<file path="config.mk">
export PLATFORM = sky130hd
export DESIGN_NAME = mesosync_input
export DESIGN_NICKNAME = d
export VERILOG_FILES = /design/src/logic/mesosync_pkg.sv /design/src/logic/mesosync_cfg_regs.sv /design/src/logic/ddr_sampler.sv /design/src/logic/phase_aligner.sv /design/src/logic/logic_analyzer.sv /design/src/logic/mesosync_input.sv
export VERILOG_INCLUDE_DIRS = /design/src /design/src/logic
export SDC_FILE = /design/constraint.sdc
export NUM_CORES = 1
export LEC_CHECK = 0
export BUFFER_PORTS_ARGS = -buffer_cell sky130_fd_sc_hd__buf_4
export CORE_MARGIN = 2
export CORE_UTILIZATION = 35
export CTS_CLUSTER_DIAMETER = 40
export DETAILED_ROUTE_END_ITERATION = 12
export GPL_TIMING_DRIVEN = 0
export HOLD_SLACK_MARGIN = 0.08
export SYNTH_ARGS = -nofsm -noshare
export SYNTH_HDL_FRONTEND = slang
export SYNTH_HIERARCHICAL = 1
export SYNTH_SLANG_ARGS = --single-unit
</file>
<file path="constraint.sdc">
create_clock -name clk -period 2.4 [get_ports clk]
set_input_delay 0.48 -clock clk [delete_from_list [all_inputs] [get_ports clk]]
set_output_delay 0.48 -clock clk [all_outputs]
set_load 0.01 [all_outputs]
</file>
<file path="src/logic/mesosync_consts.svh">
// sizing macros for the mesosync input link
// covers the pin line count, the IO period divider width, the logic analyzer
// buffer depth and the Wishbone bus widths
`ifndef MESOSYNC_CONSTS_SVH
`define MESOSYNC_CONSTS_SVH

// number of pin lines sampled by the link
`define MESOSYNC_LINES 8

// width of the logic analyzer line selector
`define MESOSYNC_SEL_W 3

// IO period counter width, the period is the divider value plus one
`define MESOSYNC_DIV_W 4

// number of two-bit entries in the logic analyzer buffer
`define MESOSYNC_LA_ELS 8

// Wishbone word index width and data width
`define MESOSYNC_WB_AW 2
`define MESOSYNC_WB_DW 32

`endif

</file>
<file path="src/logic/mesosync_pkg.sv">
// enum types shared by the mesosync input link
// input mode, register map addresses and logic analyzer FSM states

package mesosync_pkg;

  // what the link does with sampled pins
  typedef enum logic [1:0] {
    IN_STOP   = 2'd0,
    IN_NORMAL = 2'd1,
    IN_LA     = 2'd2
  } input_mode_e;

  // word index of each configuration register
  typedef enum logic [1:0] {
    REG_CTRL  = 2'd0,
    REG_DIV   = 2'd1,
    REG_EDGE  = 2'd2,
    REG_PHASE = 2'd3
  } reg_addr_e;

  // logic analyzer capture and readout states
  typedef enum logic [1:0] {
    LA_IDLE  = 2'd0,
    LA_ARMED = 2'd1,
    LA_FILL  = 2'd2,
    LA_DRAIN = 2'd3
  } la_state_e;

endpackage

</file>
<file path="src/logic/mesosync_cfg_regs.sv">
// Wishbone classic slave for the mesosync link configuration
// holds control, divider, edge mask and per-line phase registers
// single-cycle ack, writes land on the ack edge

`include "mesosync_consts.svh"

module mesosync_cfg_regs import mesosync_pkg::*; (
  input  logic                                         clk,
  input  logic                                         channel_reset,
  input  logic                                         wb_cyc_i,
  input  logic                                         wb_stb_i,
  input  logic                                         wb_we_i,
  input  logic [`MESOSYNC_WB_AW-1:0]                   wb_adr_i,
  input  logic [`MESOSYNC_WB_DW-1:0]                   wb_dat_i,
  output logic [`MESOSYNC_WB_DW-1:0]                   wb_dat_o,
  output logic                                         wb_ack_o,
  output logic                                         enable_o,
  output input_mode_e                                  mode_o,
  output logic                                         la_enque_o,
  output logic [`MESOSYNC_SEL_W-1:0]                   la_sel_o,
  output logic [`MESOSYNC_DIV_W-1:0]                   div_o,
  output logic [`MESOSYNC_LINES-1:0]                   edge_mask_o,
  output logic [`MESOSYNC_LINES*`MESOSYNC_DIV_W-1:0]   phase_o
);

  logic                       req;
  reg_addr_e                  addr;
  logic [`MESOSYNC_WB_DW-1:0] rd_data;

  // a new request is one the slave has not acknowledged yet
  assign req  = wb_cyc_i & wb_stb_i & ~wb_ack_o;
  assign addr = reg_addr_e'(wb_adr_i);

  // ----------------------------------------
  // read mux
  // ----------------------------------------
  // undefined bits stay zero
  always_comb begin
    rd_data = '0;
    case (addr)
      REG_CTRL:  rd_data[6:0] = {la_sel_o, la_enque_o, mode_o, enable_o};
      REG_DIV:   rd_data[`MESOSYNC_DIV_W-1:0] = div_o;
      REG_EDGE:  rd_data[`MESOSYNC_LINES-1:0] = edge_mask_o;
      REG_PHASE: rd_data[`MESOSYNC_LINES*`MESOSYNC_DIV_W-1:0] = phase_o;
      default:   rd_data = '0;
    endcase
  end

  // ----------------------------------------
  // ack, read data and register writes
  // ----------------------------------------
  always_ff @(posedge clk) begin
    if (channel_reset) begin
      wb_ack_o    <= 1'b0;
      wb_dat_o    <= '0;
      enable_o    <= 1'b0;
      mode_o      <= IN_STOP;
      la_enque_o  <= 1'b0;
      la_sel_o    <= '0;
      div_o       <= '0;
      edge_mask_o <= '0;
      phase_o     <= '0;
    end else begin
      // ack follows the request by one cycle and drops right after
      wb_ack_o <= req;
      if (req & ~wb_we_i) begin
        wb_dat_o <= rd_data;
      end
      if (req & wb_we_i) begin
        case (addr)
          REG_CTRL: begin
            enable_o   <= wb_dat_i[0];
            mode_o     <= input_mode_e'(wb_dat_i[2:1]);
            la_enque_o <= wb_dat_i[3];
            la_sel_o   <= wb_dat_i[6:4];
          end
          REG_DIV:   div_o       <= wb_dat_i[`MESOSYNC_DIV_W-1:0];
          REG_EDGE:  edge_mask_o <= wb_dat_i[`MESOSYNC_LINES-1:0];
          REG_PHASE: phase_o     <= wb_dat_i[`MESOSYNC_LINES*`MESOSYNC_DIV_W-1:0];
          default: ;
        endcase
      end
    end
  end

  // the master holds its request, so a second ack in a row would double a write
  ack_single_cycle: assert property (
    @(posedge clk) disable iff (channel_reset)
    wb_ack_o |=> !wb_ack_o
  );

endmodule

</file>
<file path="src/logic/ddr_sampler.sv">
// both-edge sampler for the mesosync pin lines
// rising and falling edge banks aligned to the rising edge
// plus two-stage synchronized copies for the logic analyzer

`include "mesosync_consts.svh"

module ddr_sampler (
  input  logic                       clk,
  input  logic                       channel_reset,
  input  logic [`MESOSYNC_LINES-1:0] pins_i,
  output logic [`MESOSYNC_LINES-1:0] pos_value_o,
  output logic [`MESOSYNC_LINES-1:0] neg_value_o,
  output logic [`MESOSYNC_LINES-1:0] pos_sync_o,
  output logic [`MESOSYNC_LINES-1:0] neg_sync_o
);

  logic [`MESOSYNC_LINES-1:0] pos_r, neg_r, neg_retime_r;
  logic [`MESOSYNC_LINES-1:0] pos_s1_r, pos_s2_r, neg_s1_r, neg_s2_r;

  // falling edge bank sees the pins half a cycle earlier than the rising bank
  always_ff @(negedge clk) begin
    if (channel_reset) neg_r <= '0;
    else               neg_r <= pins_i;
  end

  // ----------------------------------------
  // rising edge bank and synchronizers
  // ----------------------------------------
  // the falling sample is retimed once so both banks present the
  // same pin sample on the same rising edge
  always_ff @(posedge clk) begin
    if (channel_reset) begin
      pos_r        <= '0;
      neg_retime_r <= '0;
      pos_s1_r     <= '0;
      pos_s2_r     <= '0;
      neg_s1_r     <= '0;
      neg_s2_r     <= '0;
    end else begin
      pos_r        <= pins_i;
      neg_retime_r <= neg_r;
      // two extra stages give the analyzer a settled copy
      pos_s1_r     <= pos_r;
      pos_s2_r     <= pos_s1_r;
      neg_s1_r     <= neg_retime_r;
      neg_s2_r     <= neg_s1_r;
    end
  end

  assign pos_value_o = pos_r;
  assign neg_value_o = neg_retime_r;
  assign pos_sync_o  = pos_s2_r;
  assign neg_sync_o  = neg_s2_r;

endmodule

</file>
<file path="src/logic/phase_aligner.sv">
// per-line phase alignment for the mesosync input link
// runs the IO period counter, picks each line's edge and phase,
// assembles one word per IO period and registers it toward the core

`include "mesosync_consts.svh"

module phase_aligner import mesosync_pkg::*; (
  input  logic                                        clk,
  input  logic                                        channel_reset,
  input  logic                                        enable_i,
  input  input_mode_e                                 mode_i,
  input  logic [`MESOSYNC_DIV_W-1:0]                  div_i,
  input  logic [`MESOSYNC_LINES-1:0]                  edge_mask_i,
  input  logic [`MESOSYNC_LINES*`MESOSYNC_DIV_W-1:0]  phase_i,
  input  logic [`MESOSYNC_LINES-1:0]                  pos_value_i,
  input  logic [`MESOSYNC_LINES-1:0]                  neg_value_i,
  output logic [`MESOSYNC_DIV_W-1:0]                  counter_o,
  output logic [`MESOSYNC_LINES-1:0]                  data_o,
  output logic                                        valid_o
);

  localparam int LINES = `MESOSYNC_LINES;
  localparam int DIV_W = `MESOSYNC_DIV_W;

  logic [DIV_W-1:0] counter_r;
  logic [LINES-1:0] selected;
  logic [LINES-1:0] phase_match;
  logic [LINES-1:0] sampled_r;
  logic [LINES-1:0] line_valid_r;
  logic [LINES-1:0] data_n;
  logic             normal;
  logic             word_ready;

  assign normal = (mode_i == IN_NORMAL);

  // ----------------------------------------
  // IO period counter
  // ----------------------------------------
  // wraps at the divider so the period is div_i + 1 cycles
  // a divider lowered mid-period wraps at once
  always_ff @(posedge clk) begin
    if (channel_reset)          counter_r <= '0;
    else if (counter_r >= div_i) counter_r <= '0;
    else                        counter_r <= counter_r + 1'b1;
  end

  // the analyzer derives its trigger from the same count
  assign counter_o = counter_r;

  // ----------------------------------------
  // edge and phase selection
  // ----------------------------------------
  always_comb begin
    for (int i = 0; i < LINES; i++) begin
      // a set mask bit takes the rising edge sample
      selected[i]    = edge_mask_i[i] ? pos_value_i[i] : neg_value_i[i];
      phase_match[i] = (counter_r == phase_i[i*DIV_W +: DIV_W]);
      // lines matching this cycle bypass their latch
      data_n[i]      = phase_match[i] ? selected[i] : sampled_r[i];
    end
  end

  // the word is complete once every line is latched or matching now
  assign word_ready = normal & (&(line_valid_r | phase_match));

  // each line holds its sample for the rest of the period
  always_ff @(posedge clk) begin
    if (normal) begin
      for (int i = 0; i < LINES; i++) begin
        if (phase_match[i]) sampled_r[i] <= selected[i];
      end
    end
  end

  // per-line valid bits collect matches and clear when the word goes out
  always_ff @(posedge clk) begin
    if (channel_reset || !normal) line_valid_r <= '0;
    else if (word_ready)          line_valid_r <= '0;
    else                          line_valid_r <= line_valid_r | phase_match;
  end

  // ----------------------------------------
  // output register toward the core
  // ----------------------------------------
  always_ff @(posedge clk) begin
    if (channel_reset) begin
      valid_o <= 1'b0;
      data_o  <= '0;
    end else begin
      valid_o <= word_ready & enable_i;
      if (word_ready & enable_i) data_o <= data_n;
    end
  end

  // words only come out of a period spent in normal mode
  valid_needs_normal: assert property (
    @(posedge clk) disable iff (channel_reset)
    valid_o |-> $past(mode_i) == IN_NORMAL
  );

endmodule

</file>
<file path="src/logic/logic_analyzer.sv">
// one-line logic analyzer for the mesosync input link
// captures synchronized rising and falling samples of the selected line
// from a period start, then streams them out over valid/ready

`include "mesosync_consts.svh"

module logic_analyzer import mesosync_pkg::*; (
  input  logic                       clk,
  input  logic                       channel_reset,
  input  input_mode_e                mode_i,
  input  logic                       la_enque_i,
  input  logic [`MESOSYNC_SEL_W-1:0] la_sel_i,
  input  logic [`MESOSYNC_DIV_W-1:0] div_i,
  input  logic [`MESOSYNC_DIV_W-1:0] counter_i,
  input  logic [`MESOSYNC_LINES-1:0] pos_sync_i,
  input  logic [`MESOSYNC_LINES-1:0] neg_sync_i,
  input  logic                       la_ready_i,
  output logic                       la_data_o,
  output logic                       la_valid_o
);

  localparam int ELS   = `MESOSYNC_LA_ELS;
  localparam int DIV_W = `MESOSYNC_DIV_W;
  localparam int WR_W  = $clog2(ELS);
  localparam int RD_W  = $clog2(2 * ELS);

  la_state_e       state_r;
  logic [1:0]      buf_r [ELS];
  logic [WR_W-1:0] wr_ptr_r;
  logic [RD_W-1:0] rd_ptr_r;
  logic            spent_r;
  logic            period_start;
  logic            sample_we;
  logic [1:0]      sample;
  logic [1:0]      rd_entry;

  // synchronized samples trail the counter by two cycles
  // below a divider of 2 the shift folds back onto count zero
  assign period_start = (div_i < DIV_W'(2)) ? (counter_i == DIV_W'(0)) :
                                              (counter_i == DIV_W'(2));

  // entry layout keeps the rising sample in bit 0 so it drains first
  assign sample    = {neg_sync_i[la_sel_i], pos_sync_i[la_sel_i]};
  assign sample_we = ((state_r == LA_ARMED) && (mode_i == IN_LA) && period_start) ||
                     (state_r == LA_FILL);

  always_ff @(posedge clk) begin
    if (sample_we) buf_r[wr_ptr_r] <= sample;
  end

  // ----------------------------------------
  // capture and drain FSM
  // ----------------------------------------
  always_ff @(posedge clk) begin
    if (channel_reset) begin
      state_r  <= LA_IDLE;
      wr_ptr_r <= '0;
      rd_ptr_r <= '0;
      spent_r  <= 1'b0;
    end else begin
      // enqueue has to drop before another capture may start
      if (!la_enque_i) spent_r <= 1'b0;
      case (state_r)
        LA_IDLE: begin
          if ((mode_i == IN_LA) && la_enque_i && !spent_r) begin
            state_r <= LA_ARMED;
            spent_r <= 1'b1;
          end
        end
        LA_ARMED: begin
          if (mode_i != IN_LA) begin
            state_r <= LA_IDLE;
          end else if (period_start) begin
            wr_ptr_r <= wr_ptr_r + 1'b1;
            state_r  <= LA_FILL;
          end
        end
        LA_FILL: begin
          // pointer wraps back to zero on the last entry
          wr_ptr_r <= wr_ptr_r + 1'b1;
          if (wr_ptr_r == WR_W'(ELS - 1)) state_r <= LA_DRAIN;
        end
        LA_DRAIN: begin
          if (la_ready_i) begin
            rd_ptr_r <= rd_ptr_r + 1'b1;
            if (rd_ptr_r == RD_W'(2 * ELS - 1)) state_r <= LA_IDLE;
          end
        end
        default: state_r <= LA_IDLE;
      endcase
    end
  end

  // read pointer upper bits pick the entry, bit 0 picks the edge
  assign rd_entry   = buf_r[rd_ptr_r[RD_W-1:1]];
  assign la_valid_o = (state_r == LA_DRAIN);
  assign la_data_o  = la_valid_o & rd_entry[rd_ptr_r[0]];

  // a stalled bit must survive until the host takes it
  la_hold_on_stall: assert property (
    @(posedge clk) disable iff (channel_reset)
    (state_r == LA_DRAIN) && !la_ready_i |=> (state_r == LA_DRAIN) && $stable(la_data_o)
  );

endmodule

</file>
<file path="src/logic/mesosync_input.sv">
// top level of the mesosync input link
// Wishbone configuration, both-edge pin sampler, phase aligner
// toward the core and the one-line logic analyzer

`include "mesosync_consts.svh"

module mesosync_input import mesosync_pkg::*; (
  input  logic                       clk,
  input  logic                       channel_reset,
  input  logic                       wb_cyc_i,
  input  logic                       wb_stb_i,
  input  logic                       wb_we_i,
  input  logic [`MESOSYNC_WB_AW-1:0] wb_adr_i,
  input  logic [`MESOSYNC_WB_DW-1:0] wb_dat_i,
  output logic [`MESOSYNC_WB_DW-1:0] wb_dat_o,
  output logic                       wb_ack_o,
  input  logic [`MESOSYNC_LINES-1:0] pins_i,
  output logic [`MESOSYNC_LINES-1:0] data_o,
  output logic                       valid_o,
  output logic                       la_data_o,
  output logic                       la_valid_o,
  input  logic                       la_ready_i
);

  // configuration nets
  logic                                       enable;
  input_mode_e                                mode;
  logic                                       la_enque;
  logic [`MESOSYNC_SEL_W-1:0]                 la_sel;
  logic [`MESOSYNC_DIV_W-1:0]                 div;
  logic [`MESOSYNC_LINES-1:0]                 edge_mask;
  logic [`MESOSYNC_LINES*`MESOSYNC_DIV_W-1:0] phase;

  // sampler and counter nets
  logic [`MESOSYNC_LINES-1:0] pos_value, neg_value, pos_sync, neg_sync;
  logic [`MESOSYNC_DIV_W-1:0] counter;

  mesosync_cfg_regs i_cfg_regs (
    .clk(clk), .channel_reset(channel_reset),
    .wb_cyc_i(wb_cyc_i), .wb_stb_i(wb_stb_i), .wb_we_i(wb_we_i),
    .wb_adr_i(wb_adr_i), .wb_dat_i(wb_dat_i),
    .wb_dat_o(wb_dat_o), .wb_ack_o(wb_ack_o),
    .enable_o(enable), .mode_o(mode), .la_enque_o(la_enque), .la_sel_o(la_sel),
    .div_o(div), .edge_mask_o(edge_mask), .phase_o(phase)
  );

  ddr_sampler i_ddr_sampler (
    .clk(clk), .channel_reset(channel_reset), .pins_i(pins_i),
    .pos_value_o(pos_value), .neg_value_o(neg_value),
    .pos_sync_o(pos_sync), .neg_sync_o(neg_sync)
  );

  // aligned words use the unsynchronized samples for lowest latency
  phase_aligner i_phase_aligner (
    .clk(clk), .channel_reset(channel_reset),
    .enable_i(enable), .mode_i(mode), .div_i(div),
    .edge_mask_i(edge_mask), .phase_i(phase),
    .pos_value_i(pos_value), .neg_value_i(neg_value),
    .counter_o(counter), .data_o(data_o), .valid_o(valid_o)
  );

  logic_analyzer i_logic_analyzer (
    .clk(clk), .channel_reset(channel_reset),
    .mode_i(mode), .la_enque_i(la_enque), .la_sel_i(la_sel),
    .div_i(div), .counter_i(counter),
    .pos_sync_i(pos_sync), .neg_sync_i(neg_sync),
    .la_ready_i(la_ready_i), .la_data_o(la_data_o), .la_valid_o(la_valid_o)
  );

endmodule

</file>
==> insert_results.sql <==
INSERT INTO impl_metrics (metric_group, metric, value, unit) VALUES
('outcome', 'status', 'complete, but fails checks', ''),
('outcome', 'violations_in_the_final_reports', 'negative setup slack', ''),
('synth', 'seq_area_frac_synth', '51.7', '%'),
('pwr', 'power.share.switching', '25.9', '%'),
('drt', 'routed_wl', '20200', 'um'),
('synth', 'mappedNetlistNets', '816', ''),
('synth', 'synthesis.yosys.warnings', '6', ''),
('worst_setup_path', 'critical_path_class', 'reg2out', ''),
('worst_setup_path', 'worstPathBufferInverterCount', '1', ''),
('global_route', 'grt_max_degree', '22', ''),
('timing', 'finalWorstPathRequiredPeriod', '2550', 'ps'),
('global_route', 'grt_pass1_wl', '30900', 'um'),
('synth', 'yosys.cell_types.count', '51', ''),
('floorplanning', 'initial_utilization', '35.8', '%'),
('clock_network', 'clkSinkCount', '198', ''),
('floorplanning', 'fp-row-count', '55', ''),
('synth', 'netlist_area', '0.00813', 'mm2'),
('min_path', 'timing.hold.worst.class', 'in2reg', ''),
('floorplanning', 'core_area', '0.0227', 'mm2'),
('clock_network', 'insertion_delay', '460', 'ps'),
('worst_setup_path', 'cp.arrival', '2070', 'ps'),
('synth', 'yosys_most_used_dff', 'sky130_fd_sc_hd__dfxtp_1', ''),
('timing', 'report.final.setup_viol', '1', ''),
('floorplanning', 'fp.dieArea', '0.0245', 'mm2'),
('global_route', 'antenna_violations_before_repair', '0', ''),
('synth', 'synthTopCellsByArea', 'sky130_fd_sc_hd__dfxtp_1, sky130_fd_sc_hd__edfxtp_1, sky130_fd_sc_hd__a21oi_1, sky130_fd_sc_hd__nand3_1, sky130_fd_sc_hd__nor2b_1', ''),
('clock_network', 'path_clk_slew', '90', 'ps'),
('pwr', 'cellInternalPower', '5.06', 'mW'),
('pwr', 'power_frac_seq', '50.4', '%'),
('pwr', 'vdd_ir_drop_max', '0.419', 'mV'),
('floorplanning', 'width_of_the_die', '156', 'um'),
('final_layout', 'area_growth_syn_to_layout', '21.1', '%'),
('clock_network', 'cts_htree_levels', '4', ''),
('timing', 'fin_ws', '-149', 'ps'),
('final_layout', 'design_area', '0.00985', 'mm2'),
('timing', 'layout_worst_path_cycle_share', '106', '%'),
('timing', 'timing.fmax', '392', 'MHz'),
('final_layout', 'final_nets', '936', ''),
('floorplanning', 'chipHeight', '156', 'um'),
('timing', 'grt_setup_unrepaired', 'yes', ''),
('drt', 'postRouteAntennaNets', '0', ''),
('clock_network', 'numCtsBuffers', '17', ''),
('timing', 'final-max-slew-violation-count', '0', ''),
('synth', 'synth.ff_latch_count', '198', ''),
('drt', 'routed_wire_length_per_instance', '17.2', 'um'),
('timing', 'holdWs', '288', 'ps'),
('synth', 'share_of_synthesized_registers_carrying_an_async_set_or_reset', '0', '%'),
('pwr', 'power_per_cell_area', '692', 'mW/mm2'),
('pwr', 'power.clock.fraction', '42.6', '%'),
('drt', 'route.detailed.drc', '0', ''),
('placement', 'gp_congestion', '0.840', ''),
('worst_setup_path', 'crit_path_end_kind', 'output port', ''),
('final_layout', 'drive_above_1_share', '26.0', '%'),
('flow_run', 'drv.max_cap_violation_count', '0', ''),
('drt', 'via_density', '4.96', ''),
('placement', 'port_buffers', '89', ''),
('worst_setup_path', 'critical_path.most_common_cell', 'sky130_fd_sc_hd__mux4_2', ''),
('global_route', 'grt_pass1_vias', '5558', ''),
('worst_setup_path', 'setup.worst_path.start_class', 'flop', ''),
('synth', 'synthMostInstantiatedCell', 'sky130_fd_sc_hd__dfxtp_1', ''),
('drt', 'drt_first_pass_iters', '5', ''),
('pwr', 'static-leakage-power', '3.69', 'nW'),
('clock_network', 'cts_root_buf', 'sky130_fd_sc_hd__clkbuf_16', ''),
('pwr', 'combPwrFrac', '7.0', '%'),
('synth', 'synthesis.area_per_instance', '10.7', 'um2'),
('synth', 'synth_commonest_cells', 'sky130_fd_sc_hd__dfxtp_1, sky130_fd_sc_hd__a21oi_1, sky130_fd_sc_hd__nand3_1', ''),
('pwr', 'netSwitchingPower', '1.76', 'mW'),
('timing', 'final_hold_viol_count', '0', ''),
('floorplanning', 'ios', '92', ''),
('worst_setup_path', 'crit_path_max_fanout', '4', ''),
('timing', 'tightest_slew', '568', 'ps');
## registers in the layout (all words and copies together) (netlist names), 2 cells and up, named ones only
signal / flops
i_cfg_regs/edge_mask_o: 8
i_cfg_regs/la_sel_o: 3
i_logic_analyzer/wr_ptr_r: 3
i_phase_aligner/counter_o: 4
i_ddr_sampler/pos_value_o: 8
i_phase_aligner/data_o: 8
i_logic_analyzer/rd_ptr_r: 4
i_ddr_sampler/neg_s1_r: 8
i_cfg_regs/wb_dat_o: 32
i_ddr_sampler/neg_r: 8
i_logic_analyzer/buf_r: 16
i_ddr_sampler/neg_value_o: 8
i_phase_aligner/line_valid_r: 8
i_cfg_regs/mode_o: 2
i_ddr_sampler/pos_sync_o: 8
i_cfg_regs/div_o: 4
i_ddr_sampler/pos_s1_r: 8
i_ddr_sampler/neg_sync_o: 8
i_phase_aligner/sampled_r: 8
i_cfg_regs/phase_o: 32
## layout make-up
cell class | instances | area (um2)
Timing Repair Buffer | 94 | 709
Fill cell | 2166 | 12900
Clock inverter | 22 | 213
Buffer | 54 | 332
Sequential cell | 198 | 4210
Clock buffer | 18 | 429
Multi-Input combinational cell | 491 | 3540
Inverter | 16 | 60.1
Tap cell | 285 | 357
## power by group through the flow
| stage | logic, mW | clock network [mW] | registers [mW] |
|---|---|---|---|
| floorplan | 0.287 | 0.0231 | 3.50 |
| global placement | 0.450 | 0.0231 | 3.51 |
| detailed placement | 0.454 | 0.0231 | 3.51 |
| CTS | 0.456 | 2.97 | 3.44 |
| global route | 0.521 | 3.12 | 3.44 |
| finish | 0.479 | 2.90 | 3.44 |
## metal layers
layer / vias to the layer above / track usage, % / share of wire (%) / routed length (um)
li1: 2930 / - / - / -
met4: 0 / 3.98 / 0.73 / 148
met3: 9 / 3.24 / 3.5 / 708
met1: 2776 / 22.8 / 46 / 9400
met2: 122 / 27.1 / 49 / 9960
met5: - / 0 / 0 / 0
## path summary, 6_finish.rpt
check / startpoint / to / slack [ps] / cells past startpoint
min reg2reg: i_ddr_sampler/neg_s1_r[3] / i_ddr_sampler/neg_sync_o[3] / 430 / 1
min: wb_dat_i[25] / i_cfg_regs/phase_o[25] / 290 / 3
max reg2reg: i_cfg_regs/mode_o[1] / i_logic_analyzer/buf_r[1][0] / 210 / 5
max: flop / la_data_o / -150 / 4
## placed cells by master, fill, tap and decap left out, types with 4 or more instances in the layout
| master | netlist | final |
|---|---|---|
| sky130_fd_sc_hd__nor2b_1 | 49 | 49 |
| sky130_fd_sc_hd__o21ai_0 | 36 | 36 |
| sky130_fd_sc_hd__nand4_1 | 17 | 17 |
| sky130_fd_sc_hd__clkbuf_1 | 19 | 20 |
| sky130_fd_sc_hd__inv_1 | 17 | 24 |
| sky130_fd_sc_hd__mux2i_1 | 20 | 20 |
| sky130_fd_sc_hd__a41oi_2 | 8 | 8 |
| sky130_fd_sc_hd__xnor2_2 | 5 | 5 |
| sky130_fd_sc_hd__nor3_1 | 7 | 6 |
| sky130_fd_sc_hd__clkinv_8 | 0 | 7 |
| sky130_fd_sc_hd__a31o_2 | 7 | 7 |
| sky130_fd_sc_hd__a21oi_1 | 73 | 73 |
| sky130_fd_sc_hd__nand2_1 | 41 | 41 |
| sky130_fd_sc_hd__nor2_1 | 21 | 20 |
| sky130_fd_sc_hd__nand2b_1 | 30 | 30 |
| sky130_fd_sc_hd__edfxtp_1 | 24 | 24 |
| sky130_fd_sc_hd__ha_1 | 8 | 8 |
| sky130_fd_sc_hd__nand3_1 | 62 | 62 |
| sky130_fd_sc_hd__xnor2_1 | 28 | 28 |
| sky130_fd_sc_hd__clkbuf_16 | 0 | 17 |
| sky130_fd_sc_hd__and2_1 | 5 | 4 |
| sky130_fd_sc_hd__a221oi_1 | 4 | 4 |
| sky130_fd_sc_hd__mux2_2 | 22 | 22 |
| sky130_fd_sc_hd__buf_2 | 16 | 16 |
| sky130_fd_sc_hd__mux4_2 | 9 | 13 |
| sky130_fd_sc_hd__dfxtp_1 | 174 | 173 |
| sky130_fd_sc_hd__buf_4 | 9 | 102 |
| sky130_fd_sc_hd__buf_6 | 10 | 11 |
## tightest hold or removal path, stage by stage
cell	delay (ps)
sky130_fd_sc_hd__buf_4	110
sky130_fd_sc_hd__nand3_1	50
sky130_fd_sc_hd__a21oi_1	50
## what timing repair did
action | 4_1_cts | 5_1_grt
hold buffers | 0 | 0
gates resized for setup | 9 | 3
setup endpoints to repair | 5 | 22
hold endpoints to repair | 0 | 0
pin swaps | 0 | 2
buffers inserted | 0 | 5
## metrics by stage
step                TNS [ps]  setup WS, ps  util [%]  instances  power, mW
floorplan                  0           303         -        760       3.81
global placement        -294         -62.0      40.3       1134       3.99
detailed placement      -262         -43.3      40.3       1134       3.99
CTS                     -196          -196      43.1       1173       6.86
global route            -228          -228      43.4       1178       7.08
finish                  -149          -149      43.4       1178       6.82
## kinds of logic after synthesis
family          synth area share, %
fa+ha+maj                      1.23
compound gates                 10.4
simple gates                   18.1
xor+xnor                       4.34
buf+inv                        4.86
flops                          51.7
mux                            9.29
No activity file was read; power rests on OpenSTA's default activity.
